## src/common/tcb_lite_pkg.sv

```systemverilog
package tcb_lite_pkg;

    ////////////////////////////////////////////////////////////
    // bus geometry
    ////////////////////////////////////////////////////////////

    // data bus width in bits
    localparam int unsigned DAT_WIDTH = 32;

    // bytes per data word
    localparam int unsigned BYT = DAT_WIDTH / 8;

    // byte address width, 1 KiB address space
    localparam int unsigned ADR_WIDTH = 10;

    // low address bits that select a byte inside a word
    localparam int unsigned OFF_WIDTH = $clog2(BYT);

    // memory depth in words
    localparam int unsigned MEM_WORDS = 2**(ADR_WIDTH - OFF_WIDTH);

    ////////////////////////////////////////////////////////////
    // vector types
    ////////////////////////////////////////////////////////////

    typedef logic [ADR_WIDTH-1:0] adr_t;
    typedef logic [DAT_WIDTH-1:0] dat_t;
    typedef logic [BYT-1:0]       byt_t;

    // log2 of transfer size in bytes, 3 is not legal
    typedef logic [1:0] siz_t;

    // word index into the memory array
    typedef logic [ADR_WIDTH-OFF_WIDTH-1:0] widx_t;

    ////////////////////////////////////////////////////////////
    // request structs
    ////////////////////////////////////////////////////////////

    // log-size request, write data right-aligned
    typedef struct packed {
        logic wen;
        adr_t adr;
        siz_t siz;
        dat_t wdt;
    } lsize_req_t;

    // byte-enable request, write data already in lanes
    typedef struct packed {
        logic wen;
        adr_t adr;
        byt_t byt;
        dat_t wdt;
    } bena_req_t;

    // memory side request, word indexed
    typedef struct packed {
        logic  wen;
        widx_t idx;
        byt_t  byt;
        dat_t  wdt;
    } mem_req_t;

endpackage

```

## src/verilog/tcb_lite_arbiter.sv

```systemverilog
module tcb_lite_arbiter (
    input  logic                          tcb,
    input  logic                          rst,
    // manager side, port 0 and port 1
    input  logic [1:0]                    vld,
    input  tcb_lite_pkg::bena_req_t [1:0] req,
    output logic [1:0]                    rdy,
    output tcb_lite_pkg::dat_t            rdt,
    // memory side
    output logic                          mem_trn,
    output tcb_lite_pkg::mem_req_t        mem_req,
    input  tcb_lite_pkg::dat_t            mem_rdt
);

    // port granted on the last transfer
    logic       lst;
    // grant vector for this cycle
    logic [1:0] gnt;
    // index of the granted port
    logic       sel;

    ////////////////////////////////////////////////////////////
    // round-robin grant
    ////////////////////////////////////////////////////////////

    always_comb begin
        if (vld[0] && vld[1]) begin
            // contention goes to the port that did not win last
            gnt = lst ? 2'b01 : 2'b10;
        end else begin
            // single requester passes straight through
            gnt = vld;
        end
    end

    assign sel     = gnt[1];
    assign rdy     = gnt;
    assign mem_trn = |gnt;

    // starts at port 1 so port 0 wins the first contention
    always_ff @(posedge tcb) begin
        if (rst) begin
            lst <= 1'b1;
        end else if (mem_trn) begin
            lst <= sel;
        end
    end

    ////////////////////////////////////////////////////////////
    // request mux
    ////////////////////////////////////////////////////////////

    always_comb begin
        mem_req.wen = req[sel].wen;
        // drop byte offset, keep word index
        mem_req.idx = req[sel].adr[tcb_lite_pkg::ADR_WIDTH-1:tcb_lite_pkg::OFF_WIDTH];
        mem_req.byt = req[sel].byt;
        mem_req.wdt = req[sel].wdt;
    end

    // shared by both managers
    // only the owner of the last read samples it
    assign rdt = mem_rdt;

    ////////////////////////////////////////////////////////////
    // checks
    ////////////////////////////////////////////////////////////

    // one transfer per edge at most
    rdy_exclusive: assert property (
        @(posedge tcb) disable iff (rst)
        !(rdy[0] && rdy[1])
    ) else $error("both arbiter ports ready in the same cycle");

    // a waiting port loses at most once in a row
    for (genvar i = 0; i < 2; i++) begin : g_fair
        no_starve: assert property (
            @(posedge tcb) disable iff (rst)
            (vld[i] && !rdy[i]) |=> (!vld[i] || rdy[i])
        ) else $error("arbiter port %0d held off for two cycles", i);
    end

endmodule

```

## config.mk

```make
export PLATFORM = sky130hd
export DESIGN_NAME = tcb_lite_arbiter
export DESIGN_NICKNAME = d
export VERILOG_FILES = /design/src/common/tcb_lite_pkg.sv /design/src/verilog/tcb_lite_arbiter.sv
export SDC_FILE = /design/constraint.sdc
export NUM_CORES = 1
export LEC_CHECK = 0
export BUFFER_PORTS_ARGS = -buffer_cell sky130_fd_sc_hd__buf_2
export CORE_AREA = 3 3 81 83
export CTS_CLUSTER_SIZE = 10
export DETAILED_ROUTE_END_ITERATION = 10
export DIE_AREA = 0 0 84 86
export PLACE_DENSITY_LB_ADDON = 0.15
export SLEW_MARGIN = 25
export SYNTH_ARGS = -nofsm -noshare
export SYNTH_HDL_FRONTEND = slang
export SYNTH_SLANG_ARGS = --single-unit
```

## constraint.sdc

```tcl
create_clock -name tcb -period 3.6 [get_ports tcb]
set_input_delay 0.36 -clock tcb [delete_from_list [all_inputs] [get_ports tcb]]
set_output_delay 0.36 -clock tcb [all_outputs]
set_load 0.05 [all_outputs]
```

# After elaboration in Yosys (flattened, before gate mapping)
# Cells that the tools add are included.
dict set report totals {
  elab_cells 8
  out_inout_bits 80
  regBits 1
  inputBits 130
}
dict set report classes {
  n_mux 4
  magnitude_cmp 1
  reduce_logical 2
}
# operator count
set ops {}
lappend ops {{$mux W47} 2}
lappend ops {{$mux W2} 2}
lappend ops {{$lt A1 B2 Y1 const B} 1}
lappend ops {{$reduce_or A2 Y1} 1}
lappend ops {{$logic_and A1 B1 Y1} 1}

# Logic depth before layout (Yosys ltp)
dict set report logic_depth {
  ltp_word 4
  depth_mapped 4
  depth_no_buf 2
}

# Least setup slack after synthesis
# OpenSTA, ideal clock, no wires.
dict set report synth_timing {
  path_kind {flip-flop to output port}
  from {register lst}
  to {output port rdy[0]}
  stages_incl_launch_ff 3
  setup_slack_ns 1.729
  required_ns 3.240
  arrival_time_ns 1.511
  cell_sequence {dfxtp_1 > inv_1 > a21boi_0}
}
dict set report synth_via {
  elab_chain_len 2
}
# item line
set synth_rtl {}
lappend synth_rtl {{start, declared} tcb_lite_arbiter.sv:16} ;# logic lst;
lappend synth_rtl {{start signal, assigned} tcb_lite_arbiter.sv:45} ;# lst <= sel;
lappend synth_rtl {{$mux W2} tcb_lite_arbiter.sv:29} ;# gnt = lst ? 2'b01 : 2'b10;
lappend synth_rtl {{$mux W2} tcb_lite_arbiter.sv:27} ;# if (vld[0] && vld[1]) begin
lappend synth_rtl {{end, declared} tcb_lite_arbiter.sv:7} ;# output logic [1:0] rdy,
# No other way between the ends.

==> run summary <==
status: finished, final reports clean
syn nets: 220
Arrival @ worst endpoint: 1.96 ns
clock latency on the worst-skew pair: 0 ns
sum of negative setup slack: 0 ns
die width: 84 um
post-cts sizing count: 0
P_leak: 0.9234 nW
Mapped Area: 1051 um^2
CP Depth: 5
post-synth cell types: 12
IO Count: 210
Hold Path Class: flop to flop
crit path cell chain: buf_2, a21boi_4, buf_12, mux2_2, buf_2
Buf/Inv on CP: 3
Ant. Diodes: 0
I/O Buffers: 141
Global Route Usage Sum: 8.601%
Cell Rows: 28
# hold bufs at CTS: 0
# Post-CTS Setup Buffers: 0
Yosys reg bits: 1
largest net degree at the start of global routing: 34
CP Capture Type: output pin
vias in the first global route: 1,008
Final GP Congestion: 0.7047
Avg WL per Cell: 13.13 um
syn_area_per_cell: 11.68 um^2
most frequent CP cell: buf_2
total gr overflow: 0
max FFs per register: 1
starting DRC count in detailed routing: 12
core area: 5921 um^2
die extent in y: 86 um
Reg with most FFs: lst
endpoints failing hold: 0
NumNets Final: 327
placed cell area: 1546 um^2
Cell Pwr Density: 241.0 nW/um^2
final instance area: 1546 um^2
worst setup path category: input pin to output pin
RSZ-0062 raised after global routing: false
register area share after synthesis: 1.905%
Rel. slew slack: 53.82%
max-slew violations: 0
max cap viols: 0
cell count of the worst reg-to-reg path: 2
Initial Utilization: 17.75%
first-pass GRT wire length: 5175 um
Final Setup Violations: 0
Place WS: 1.228 ns
Final period util: 64.40%
total iterations of the first detailed-routing run: 3
Vias/cell: 3.863
total die area: 7224 um^2
Synth Instances: 90
Max Clk Rate: 0.4313 GHz
worst slew pin tran: 0.6909 ns
synth warn: 0
Tmin final: 2.319 ns
non-filler instance count after layout: 270
Post-DRT Antenna Nets: 0
clock skew: 0 ns
critical path fanouts, max: 33
biggest regs: lst: 1 flops
hold path cells: 2
worst setup margin: 1.281 ns
slowest stage cell, crit path: a21boi_4
largest stage delay on the critical path: 0.56 ns
share of cells above drive strength 1: 97.44%
total routed wirelength: 3546 um
Inst Count DP: 270
Setup crit start kind: input pin
CP delay by family, top: buffers and inverters
Final Power: 0.3727 mW
DRC: 0
FILL cells: 653
DR vias: 1,043
CP required: 3.24 ns
area grow syn2layout: 47.14%
clock-pin slew on the worst setup and hold paths: 0 ns
worst vdd ir: 88.49 uV
antenna violations before repair: 0
==> worst reg2reg max path: stages (launching register included) <==
cell and delay [ns]:
dfxtp_1 0.32, or2_2 0.30, a21o_1 0.17
==> through the flow <==
stage / hold WS, ns / util [%]
after detailed placement: 0.5221 / 26.12
final: 0.5163 / 26.12
after global routing: 0.5360 / 26.12
after CTS: 0.5220 / 26.12
after global placement: 0.5227 / 26.12
after floorplan: 0.4460 / -
==> path summary, 6_finish.rpt <==
kind	startpoint	end	slack [ns]
min reg2reg	lst	lst	0.52
max	vld[0]	mem_req[4]	1.28
min	lst	lst	0.52
max reg2reg	lst	lst	2.69
==> cell type report <==
class | count | area, um^2 | area share, %
Multi-Input combinational cell | 51 | 703.2 | 45.47
Sequential cell | 1 | 20.02 | 1.295
Tap cell | 75 | 93.84 | 6.068
Timing Repair Buffer | 142 | 725.7 | 46.93
Inverter | 1 | 3.754 | 0.2427
==> synth_stat cells <==
cell / count / area share, %
a21boi_2: 1 / 1.1
dfxtp_1: 1 / 1.9
nand2_1: 1 / 0.36
buf_6: 1 / 1.1
buf_12: 4 / 7.6
a21boi_0: 1 / 0.71
mux2_4: 39 / 56
a21o_1: 1 / 0.71
inv_1: 1 / 0.36
or2_2: 2 / 1.2
mux2_2: 6 / 6.4
buf_4: 32 / 23
==> per-layer routing <==
layer	up-vias	GRT usage, %	share of wire, %
li1	491	-	-
met1	438	7.898	30
met2	88	17.14	52
met3	26	3.074	15
met4	0	3.363	3.9
met5	-	0	0
==> cells in the final DEF (no fill, tap or decap) <==
cell,netlist,routed
buf_2,0,141
mux2_4,39,39
mux2_2,6,6
or2_2,2,2
a21boi_4,0,1
inv_1,1,1
a21boi_0,1,1
nand2_1,1,1
a21o_1,1,1
dfxtp_1,1,1
buf_12,4,1
==> report_power, final <==
group	total [mW]	internal (mW)	leakage (nW)	switching, mW
combinational	0.360	0.135	0.915	0.224
clock	0	0	0	0
sequential	0.0132	0.0122	0.00834	0.00103
total	0.373	0.147	0.923	0.226
==> cell families after synthesis <==
| group | Yosys count | synth area share, % |
|---|---|---|
| AND/OR/NAND/NOR | 3 | 1.547 |
| flip-flops | 1 | 1.905 |
| AO/OA/AOI/OAI | 3 | 2.500 |
| multiplexers | 45 | 62.14 |
| buffers and inverters | 38 | 31.90 |
No activity file was read; power rests on OpenSTA's default activity.
