File: src/common/tcb_lite_pkg.sv
package tcb_lite_pkg;

    ////////////////////////////////////////////////////////////
    // bus geometry
    ////////////////////////////////////////////////////////////

    // data bus width in bits
    localparam int unsigned DAT_WIDTH = 32;

    // bytes per data word
    localparam int unsigned BYT = DAT_WIDTH / 8;

    // byte address width, 1 KiB address space
    localparam int unsigned ADR_WIDTH = 10;

    // low address bits that select a byte inside a word
    localparam int unsigned OFF_WIDTH = $clog2(BYT);

    // memory depth in words
    localparam int unsigned MEM_WORDS = 2**(ADR_WIDTH - OFF_WIDTH);

    ////////////////////////////////////////////////////////////
    // vector types
    ////////////////////////////////////////////////////////////

    typedef logic [ADR_WIDTH-1:0] adr_t;
    typedef logic [DAT_WIDTH-1:0] dat_t;
    typedef logic [BYT-1:0]       byt_t;

    // log2 of transfer size in bytes, 3 is not legal
    typedef logic [1:0] siz_t;

    // word index into the memory array
    typedef logic [ADR_WIDTH-OFF_WIDTH-1:0] widx_t;

    ////////////////////////////////////////////////////////////
    // request structs
    ////////////////////////////////////////////////////////////

    // log-size request, write data right-aligned
    typedef struct packed {
        logic wen;
        adr_t adr;
        siz_t siz;
        dat_t wdt;
    } lsize_req_t;

    // byte-enable request, write data already in lanes
    typedef struct packed {
        logic wen;
        adr_t adr;
        byt_t byt;
        dat_t wdt;
    } bena_req_t;

    // memory side request, word indexed
    typedef struct packed {
        logic  wen;
        widx_t idx;
        byt_t  byt;
        dat_t  wdt;
    } mem_req_t;

endpackage

File: src/verilog/tcb_lite_lsize_align.sv
module tcb_lite_lsize_align (
    input  logic                      tcb,
    input  logic                      rst,
    // log-size manager side
    input  logic                      vld,
    input  tcb_lite_pkg::lsize_req_t  req,
    output logic                      rdy,
    output tcb_lite_pkg::dat_t        rdt,
    // byte-enable bus side
    output logic                      bus_vld,
    output tcb_lite_pkg::bena_req_t   bus_req,
    input  logic                      bus_rdy,
    input  tcb_lite_pkg::dat_t        bus_rdt
);

    // byte offset of the current request
    logic [tcb_lite_pkg::OFF_WIDTH-1:0] off;
    // offset and size of the last transfer, for the response
    logic [tcb_lite_pkg::OFF_WIDTH-1:0] off_q;
    tcb_lite_pkg::siz_t                 siz_q;
    // size pattern before shifting into place
    tcb_lite_pkg::byt_t                 msk;
    // natural alignment and legal size
    logic                               legal;

    ////////////////////////////////////////////////////////////
    // request path
    ////////////////////////////////////////////////////////////

    assign off     = req.adr[tcb_lite_pkg::OFF_WIDTH-1:0];
    assign bus_vld = vld;
    assign rdy     = bus_rdy;

    always_comb begin
        case (req.siz)
            2'd0:    msk = tcb_lite_pkg::byt_t'(1);
            2'd1:    msk = tcb_lite_pkg::byt_t'(3);
            default: msk = '1;
        endcase
        // size must divide the address
        case (req.siz)
            2'd0:    legal = 1'b1;
            2'd1:    legal = ~off[0];
            2'd2:    legal = (off == '0);
            default: legal = 1'b0;
        endcase
        bus_req.wen = req.wen;
        bus_req.adr = req.adr;
        bus_req.byt = msk << off;
        // rotate right-aligned data up into its lanes
        for (int b = 0; b < tcb_lite_pkg::BYT; b++) begin
            bus_req.wdt[8*b +: 8] = req.wdt[8*((b + tcb_lite_pkg::BYT - int'(off))
                                                % tcb_lite_pkg::BYT) +: 8];
        end
    end

    ////////////////////////////////////////////////////////////
    // response path
    ////////////////////////////////////////////////////////////

    // remember where the read data sits
    always_ff @(posedge tcb) begin
        if (rst) begin
            off_q <= '0;
            siz_q <= '0;
        end else if (vld && bus_rdy) begin
            off_q <= off;
            siz_q <= req.siz;
        end
    end

    // shift lanes down, zero bytes past the size
    always_comb begin
        for (int b = 0; b < tcb_lite_pkg::BYT; b++) begin
            if (b < (1 << siz_q)) begin
                rdt[8*b +: 8] = bus_rdt[8*((b + int'(off_q)) % tcb_lite_pkg::BYT) +: 8];
            end else begin
                rdt[8*b +: 8] = 8'h00;
            end
        end
    end

    // no word crossing, no size 3
    aligned_transfer: assert property (
        @(posedge tcb) disable iff (rst)
        (vld && bus_rdy) |-> legal
    ) else $error("misaligned or illegal size transfer on log-size port");

endmodule

File: config.mk
export PLATFORM = sky130hd
export DESIGN_NAME = tcb_lite_lsize_align
export DESIGN_NICKNAME = d
export VERILOG_FILES = /design/src/common/tcb_lite_pkg.sv /design/src/verilog/tcb_lite_lsize_align.sv
export SDC_FILE = /design/constraint.sdc
export NUM_CORES = 1
export LEC_CHECK = 0
export ABC_AREA = 1
export ABC_CLOCK_PERIOD_IN_PS = 4700
export BUFFER_PORTS_ARGS = -buffer_cell sky130_fd_sc_hd__buf_2
export CAP_MARGIN = 20
export CORE_MARGIN = 2
export CORE_UTILIZATION = 44
export DETAILED_ROUTE_END_ITERATION = 12
export PLACE_DENSITY_LB_ADDON = 0.05
export REMOVE_ABC_BUFFERS = 1
export SYNTH_ARGS = -nofsm -noshare
export SYNTH_HDL_FRONTEND = slang
export SYNTH_SLANG_ARGS = --single-unit
File: constraint.sdc
create_clock -name tcb -period 4.7 [get_ports tcb]
set_input_delay 0.94 -clock tcb [delete_from_list [all_inputs] [get_ports tcb]]
set_output_delay 0.94 -clock tcb [all_outputs]
set_load 0.01 [all_outputs]
== Word-level counts from Yosys, hierarchy flattened ==
Cells that the tools add are included.
Word-level totals
  bits in registers: 4
  bits of input ports: 81
  word-level logic and storage cells: 31
Operators by class
  add/sub/neg operators: 7
  magnitude comparators: 4
  eq/ne operators: 1
  shift operators: 10
  multiplexer cells: 5
  reductions and logical operators: 2
Operator list (number)
  $shiftx 32x6->8: 8
  $lt 3x32->1 const A: 2
  $lt 1x32->1 const A: 1
  $lt 2x32->1 const A: 1
  $mux 8: 4
  $shl 1x2->32 const A: 1
  $pmux 4 s2: 1
  $add 2x2->2 const A: 2
  $shl 4x2->4: 1
  $sub 1x2->2 const A: 2
  $sub 2x2->2 const A: 2
  $add 1x2->2 const A: 1
  $eq 2x1->1 const B: 1
  $logic_not 2->1: 1
  $logic_and 1x1->1: 1

== Depth between registers and ports, before layout ==
  word-level depth: 3
  gate-level depth with buffers: 8

== Worst setup path after synthesis ==
No wires, ideal clock.
  kind: input port to output port
  start: input port req[35] (netlist bit)
  end: output port bus_req[7] (netlist bit)
  data arrival time: 2095 ps
  required time: 3760 ps
  slack: 1665 ps
  stages on the path: 6
  path buffers: 2
  path through: inv_1 buf_2 ha_1 inv_1 buf_2 o21ai_0
RTL lines
  start, declared: line tcb_lite_lsize_align.sv:6  | input tcb_lite_pkg::lsize_req_t req,
  end, declared: line tcb_lite_lsize_align.sv:11  | output tcb_lite_pkg::bena_req_t bus_req,

==> flow_results.org <==
** Status
- Result of the run :: finished clean

** Synthesis
- Synthesized area per cell :: ~4.7 µm²
- The share of the Yosys chip area taken by registers is 3.93%.
- Synthesized instance count :: 431
- After synthesis, the largest area contributor takes up about a third of total cell area.
- Number of warning messages in the yosys log :: 0
- In this run the cell area of the synthesized design comes to roughly 2000 µm².
- Leading area contributor after synthesis :: sky130_fd_sc_hd__nand2_1
- In this run, distinct cell masters in the synthesized netlist total 21.
- The synthesized design contains 4 register bits.
- Largest cells by area after synthesis :: sky130_fd_sc_hd__nand2_1 35%, sky130_fd_sc_hd__o21ai_0 17%, sky130_fd_sc_hd__nor2_1 8.8%

** GRT
- Entering global routing, the biggest net connects 40 pins.
- Global routing finished with a remaining overflow of 0.
- The first global-routing pass estimated 10,300 µm of wire.
- Global routing consumed, over all layers together, between 20% and 30% of the routing resources.
- The number of antenna violations at the first check in global routing came to 0.
- The via count of the first global-routing pass is about 2,500.

** STA
- Setup repair after global routing missed its margin :: no
- Hold is met by around 0.46 ns.
- For this run, the top clock speed supported by timing is 260 MHz.
- Final Hold Vio Count :: 0
- Final slew viol count :: 0
- After routing, the total negative slack on setup checks comes to 0 ns.
- The worst pin sits at a relative slew slack of 35.8%.
- Final worst-path cycle share :: around four fifths
- Between clock sinks in the finished design, the worst skew comes to 0 ns.
- For the pin with the worst max-slew slack, the measured transition is between 0.9 and 1 ns.
- Setup violators final :: 0
- The smallest clock period supported by the final layout is computed as between 3 and 4 ns.

** Hold path
- The path class of the tightest hold or removal check is reg -> reg.

** Clock network
- CTS sink count :: 4
- Once the clock tree was built, the setup fixing pass inserted 0 buffers.
- Total clock buffers created by CTS :: 3
- Clock slew seen by the registers of the worst setup and hold paths :: around 0.03 ns
- Max Root-Sink Buffers :: 2
- Level count of the clock H-tree :: 1
- Clock root cell :: sky130_fd_sc_hd__clkbuf_8
- TritonCTS clock tree :: done
- CTS Hold Bufs :: 0
- The number of gates resized after CTS was 0.
- Clock Latency Late Sink :: 0.21 ns

** Floorplan
- The floorplan step set the die width to around 70 µm.
- Core box area :: 4410 µm²
- The floorplan step set the die height to roughly 70 µm.
- In this run the count of I/O pins placed on the die edge is between 150 and 200.
- The initialized floorplan defines 24 standard-cell rows.
- The die covers 5190 µm².
- Initial Util :: between 40% and 50%

** Layout
- Once layout is done, the placed cells without fillers occupy 2580 µm².
- The area growth from synthesis to layout is 26.8%.
- Core Util, Final :: around three fifths
- Antenna cell count :: 0
- Most common cell after layout, fill and taps aside :: sky130_fd_sc_hd__nand2_1
- In the final design database the tool counted ~620 nets.
- Of the cells placed in the final design, the portion with a size suffix greater than 1 is between 20% and 30%.
- Most frequent cells in the layout :: 190 x sky130_fd_sc_hd__nand2_1, 143 x sky130_fd_sc_hd__buf_2, 70 x sky130_fd_sc_hd__o21ai_0

** Route
- Average wire per cell in the routed design :: 10.9 µm
- The first detailed-routing pass ran for 4 iterations.
- First-iteration detailed-routing DRC count :: between 100 and 150
- Antenna-violating nets left :: 0
- Vias per inst :: between 4 and 5
- The routed layout has approximately 2,900 vias.
- DRC violation count after routing :: 0
- Routed Wire Length :: 6430 µm

** Critical path
- Worst path arrival time :: about 2.9 ns
- STA classifies the critical path endpoint as an output pin.
- In this run the worst path has a maximum fanout of 22.
- Sort of element at the start of the critical path :: input pin
- For the worst setup path, the data required time is 3.76 ns.
- Type of the worst setup path :: in -> out

** Power and ir drop
- Summed over all cells, the static leakage comes to around 1.6 nW.
- Overall power consumption :: roughly 370 µW
- Across the VDD grid, the largest voltage drop is about 110 µV.
- Cell Pwr Density :: between 100 and 150 nW/µm²

** Placement
- The count of buffers added on input and output ports is approximately 140.
- Post-detailed-placement cell area :: around 2500 µm²
- After legalization and detailed placement, the total HPWL measured about 5100 µm.
- Placer's final routability congestion estimate :: ~0.89

** Flow run
- The tool flagged a number of max-cap violations equal to 0.
registers in the layout, summed over array words and instances (netlist names):
signal and count:
off_q 2, siz_q 2
routing by layer:
layer / vias to the layer above / part of all wire, % / global-route usage (%)
li1: 1542 / - / -
met1: 1201 / 42 / 28.4
met2: 118 / 46 / 42.7
met3: 8 / 11 / 7.08
met4: 0 / 1.4 / 5.24
met5: - / 0 / 0
final cells by class:
cell class / count / area (µm²)
Sequential cell: 4 / 80.1
Clock buffer: 3 / 41.3
Multi-Input combinational cell: 349 / 1510
Inverter: 38 / 148
Timing Repair Buffer: 146 / 738
Fill cell: 484 / 1830
Tap cell: 52 / 65.1
synth_stat cells, drive strengths merged:
library cell    n
nand2         196
o21ai          70
nor2           51
inv            38
buf            37
nand3          16
o21a            8
a21oi           4
dfxtp           4
clkbuf          3
a22oi           1
ha              1
nor3            1
or2             1
path summary, 6_finish.rpt:
kind,from,to,slack (ns),cells after the start
min reg2reg,siz_q[0]$_SDFFE_PP0P_,siz_q[0]$_SDFFE_PP0P_,0.46,2
max,req[35],bus_req[7],0.85,6
min,siz_q[0]$_SDFFE_PP0P_,siz_q[0]$_SDFFE_PP0P_,0.46,2
max reg2reg,off_q[0]$_SDFFE_PP0P_,off_q[0]$_SDFFE_PP0P_,3.41,2
worst max-delay path: stages:
cell and delay, ns:
sky130_fd_sc_hd__buf_2 0.29, sky130_fd_sc_hd__inv_1 0.30, sky130_fd_sc_hd__ha_1 0.65, sky130_fd_sc_hd__inv_1 0.32
sky130_fd_sc_hd__o21ai_0 0.23, sky130_fd_sc_hd__buf_2 0.16
report_power, final:
group          internal [mW]  leakage (nW)  switching [mW]
clock                 0.0544        0.0216          0.0163
combinational          0.105          1.51           0.153
sequential            0.0358        0.0327         0.00800
metrics by stage:
stage / std cells / worst slack, ns
2_1_floorplan: 391 / 1.42
3_5_place_dp: 589 / 0.844
6_report: 592 / 0.854
5_1_grt: 592 / 0.529
4_1_cts: 592 / 0.849
3_3_place_gp: 589 / 0.940
cell families after synthesis:
group                    synth area share [%]
adder cells (fa/ha/maj)                 0.614
buffers and inverters                    21.9
flip-flops                               3.93
AND/OR/NAND/NOR                          52.1
AO/OA/AOI/OAI                            21.5
Note: power is estimated with default switching activity, not from simulation.
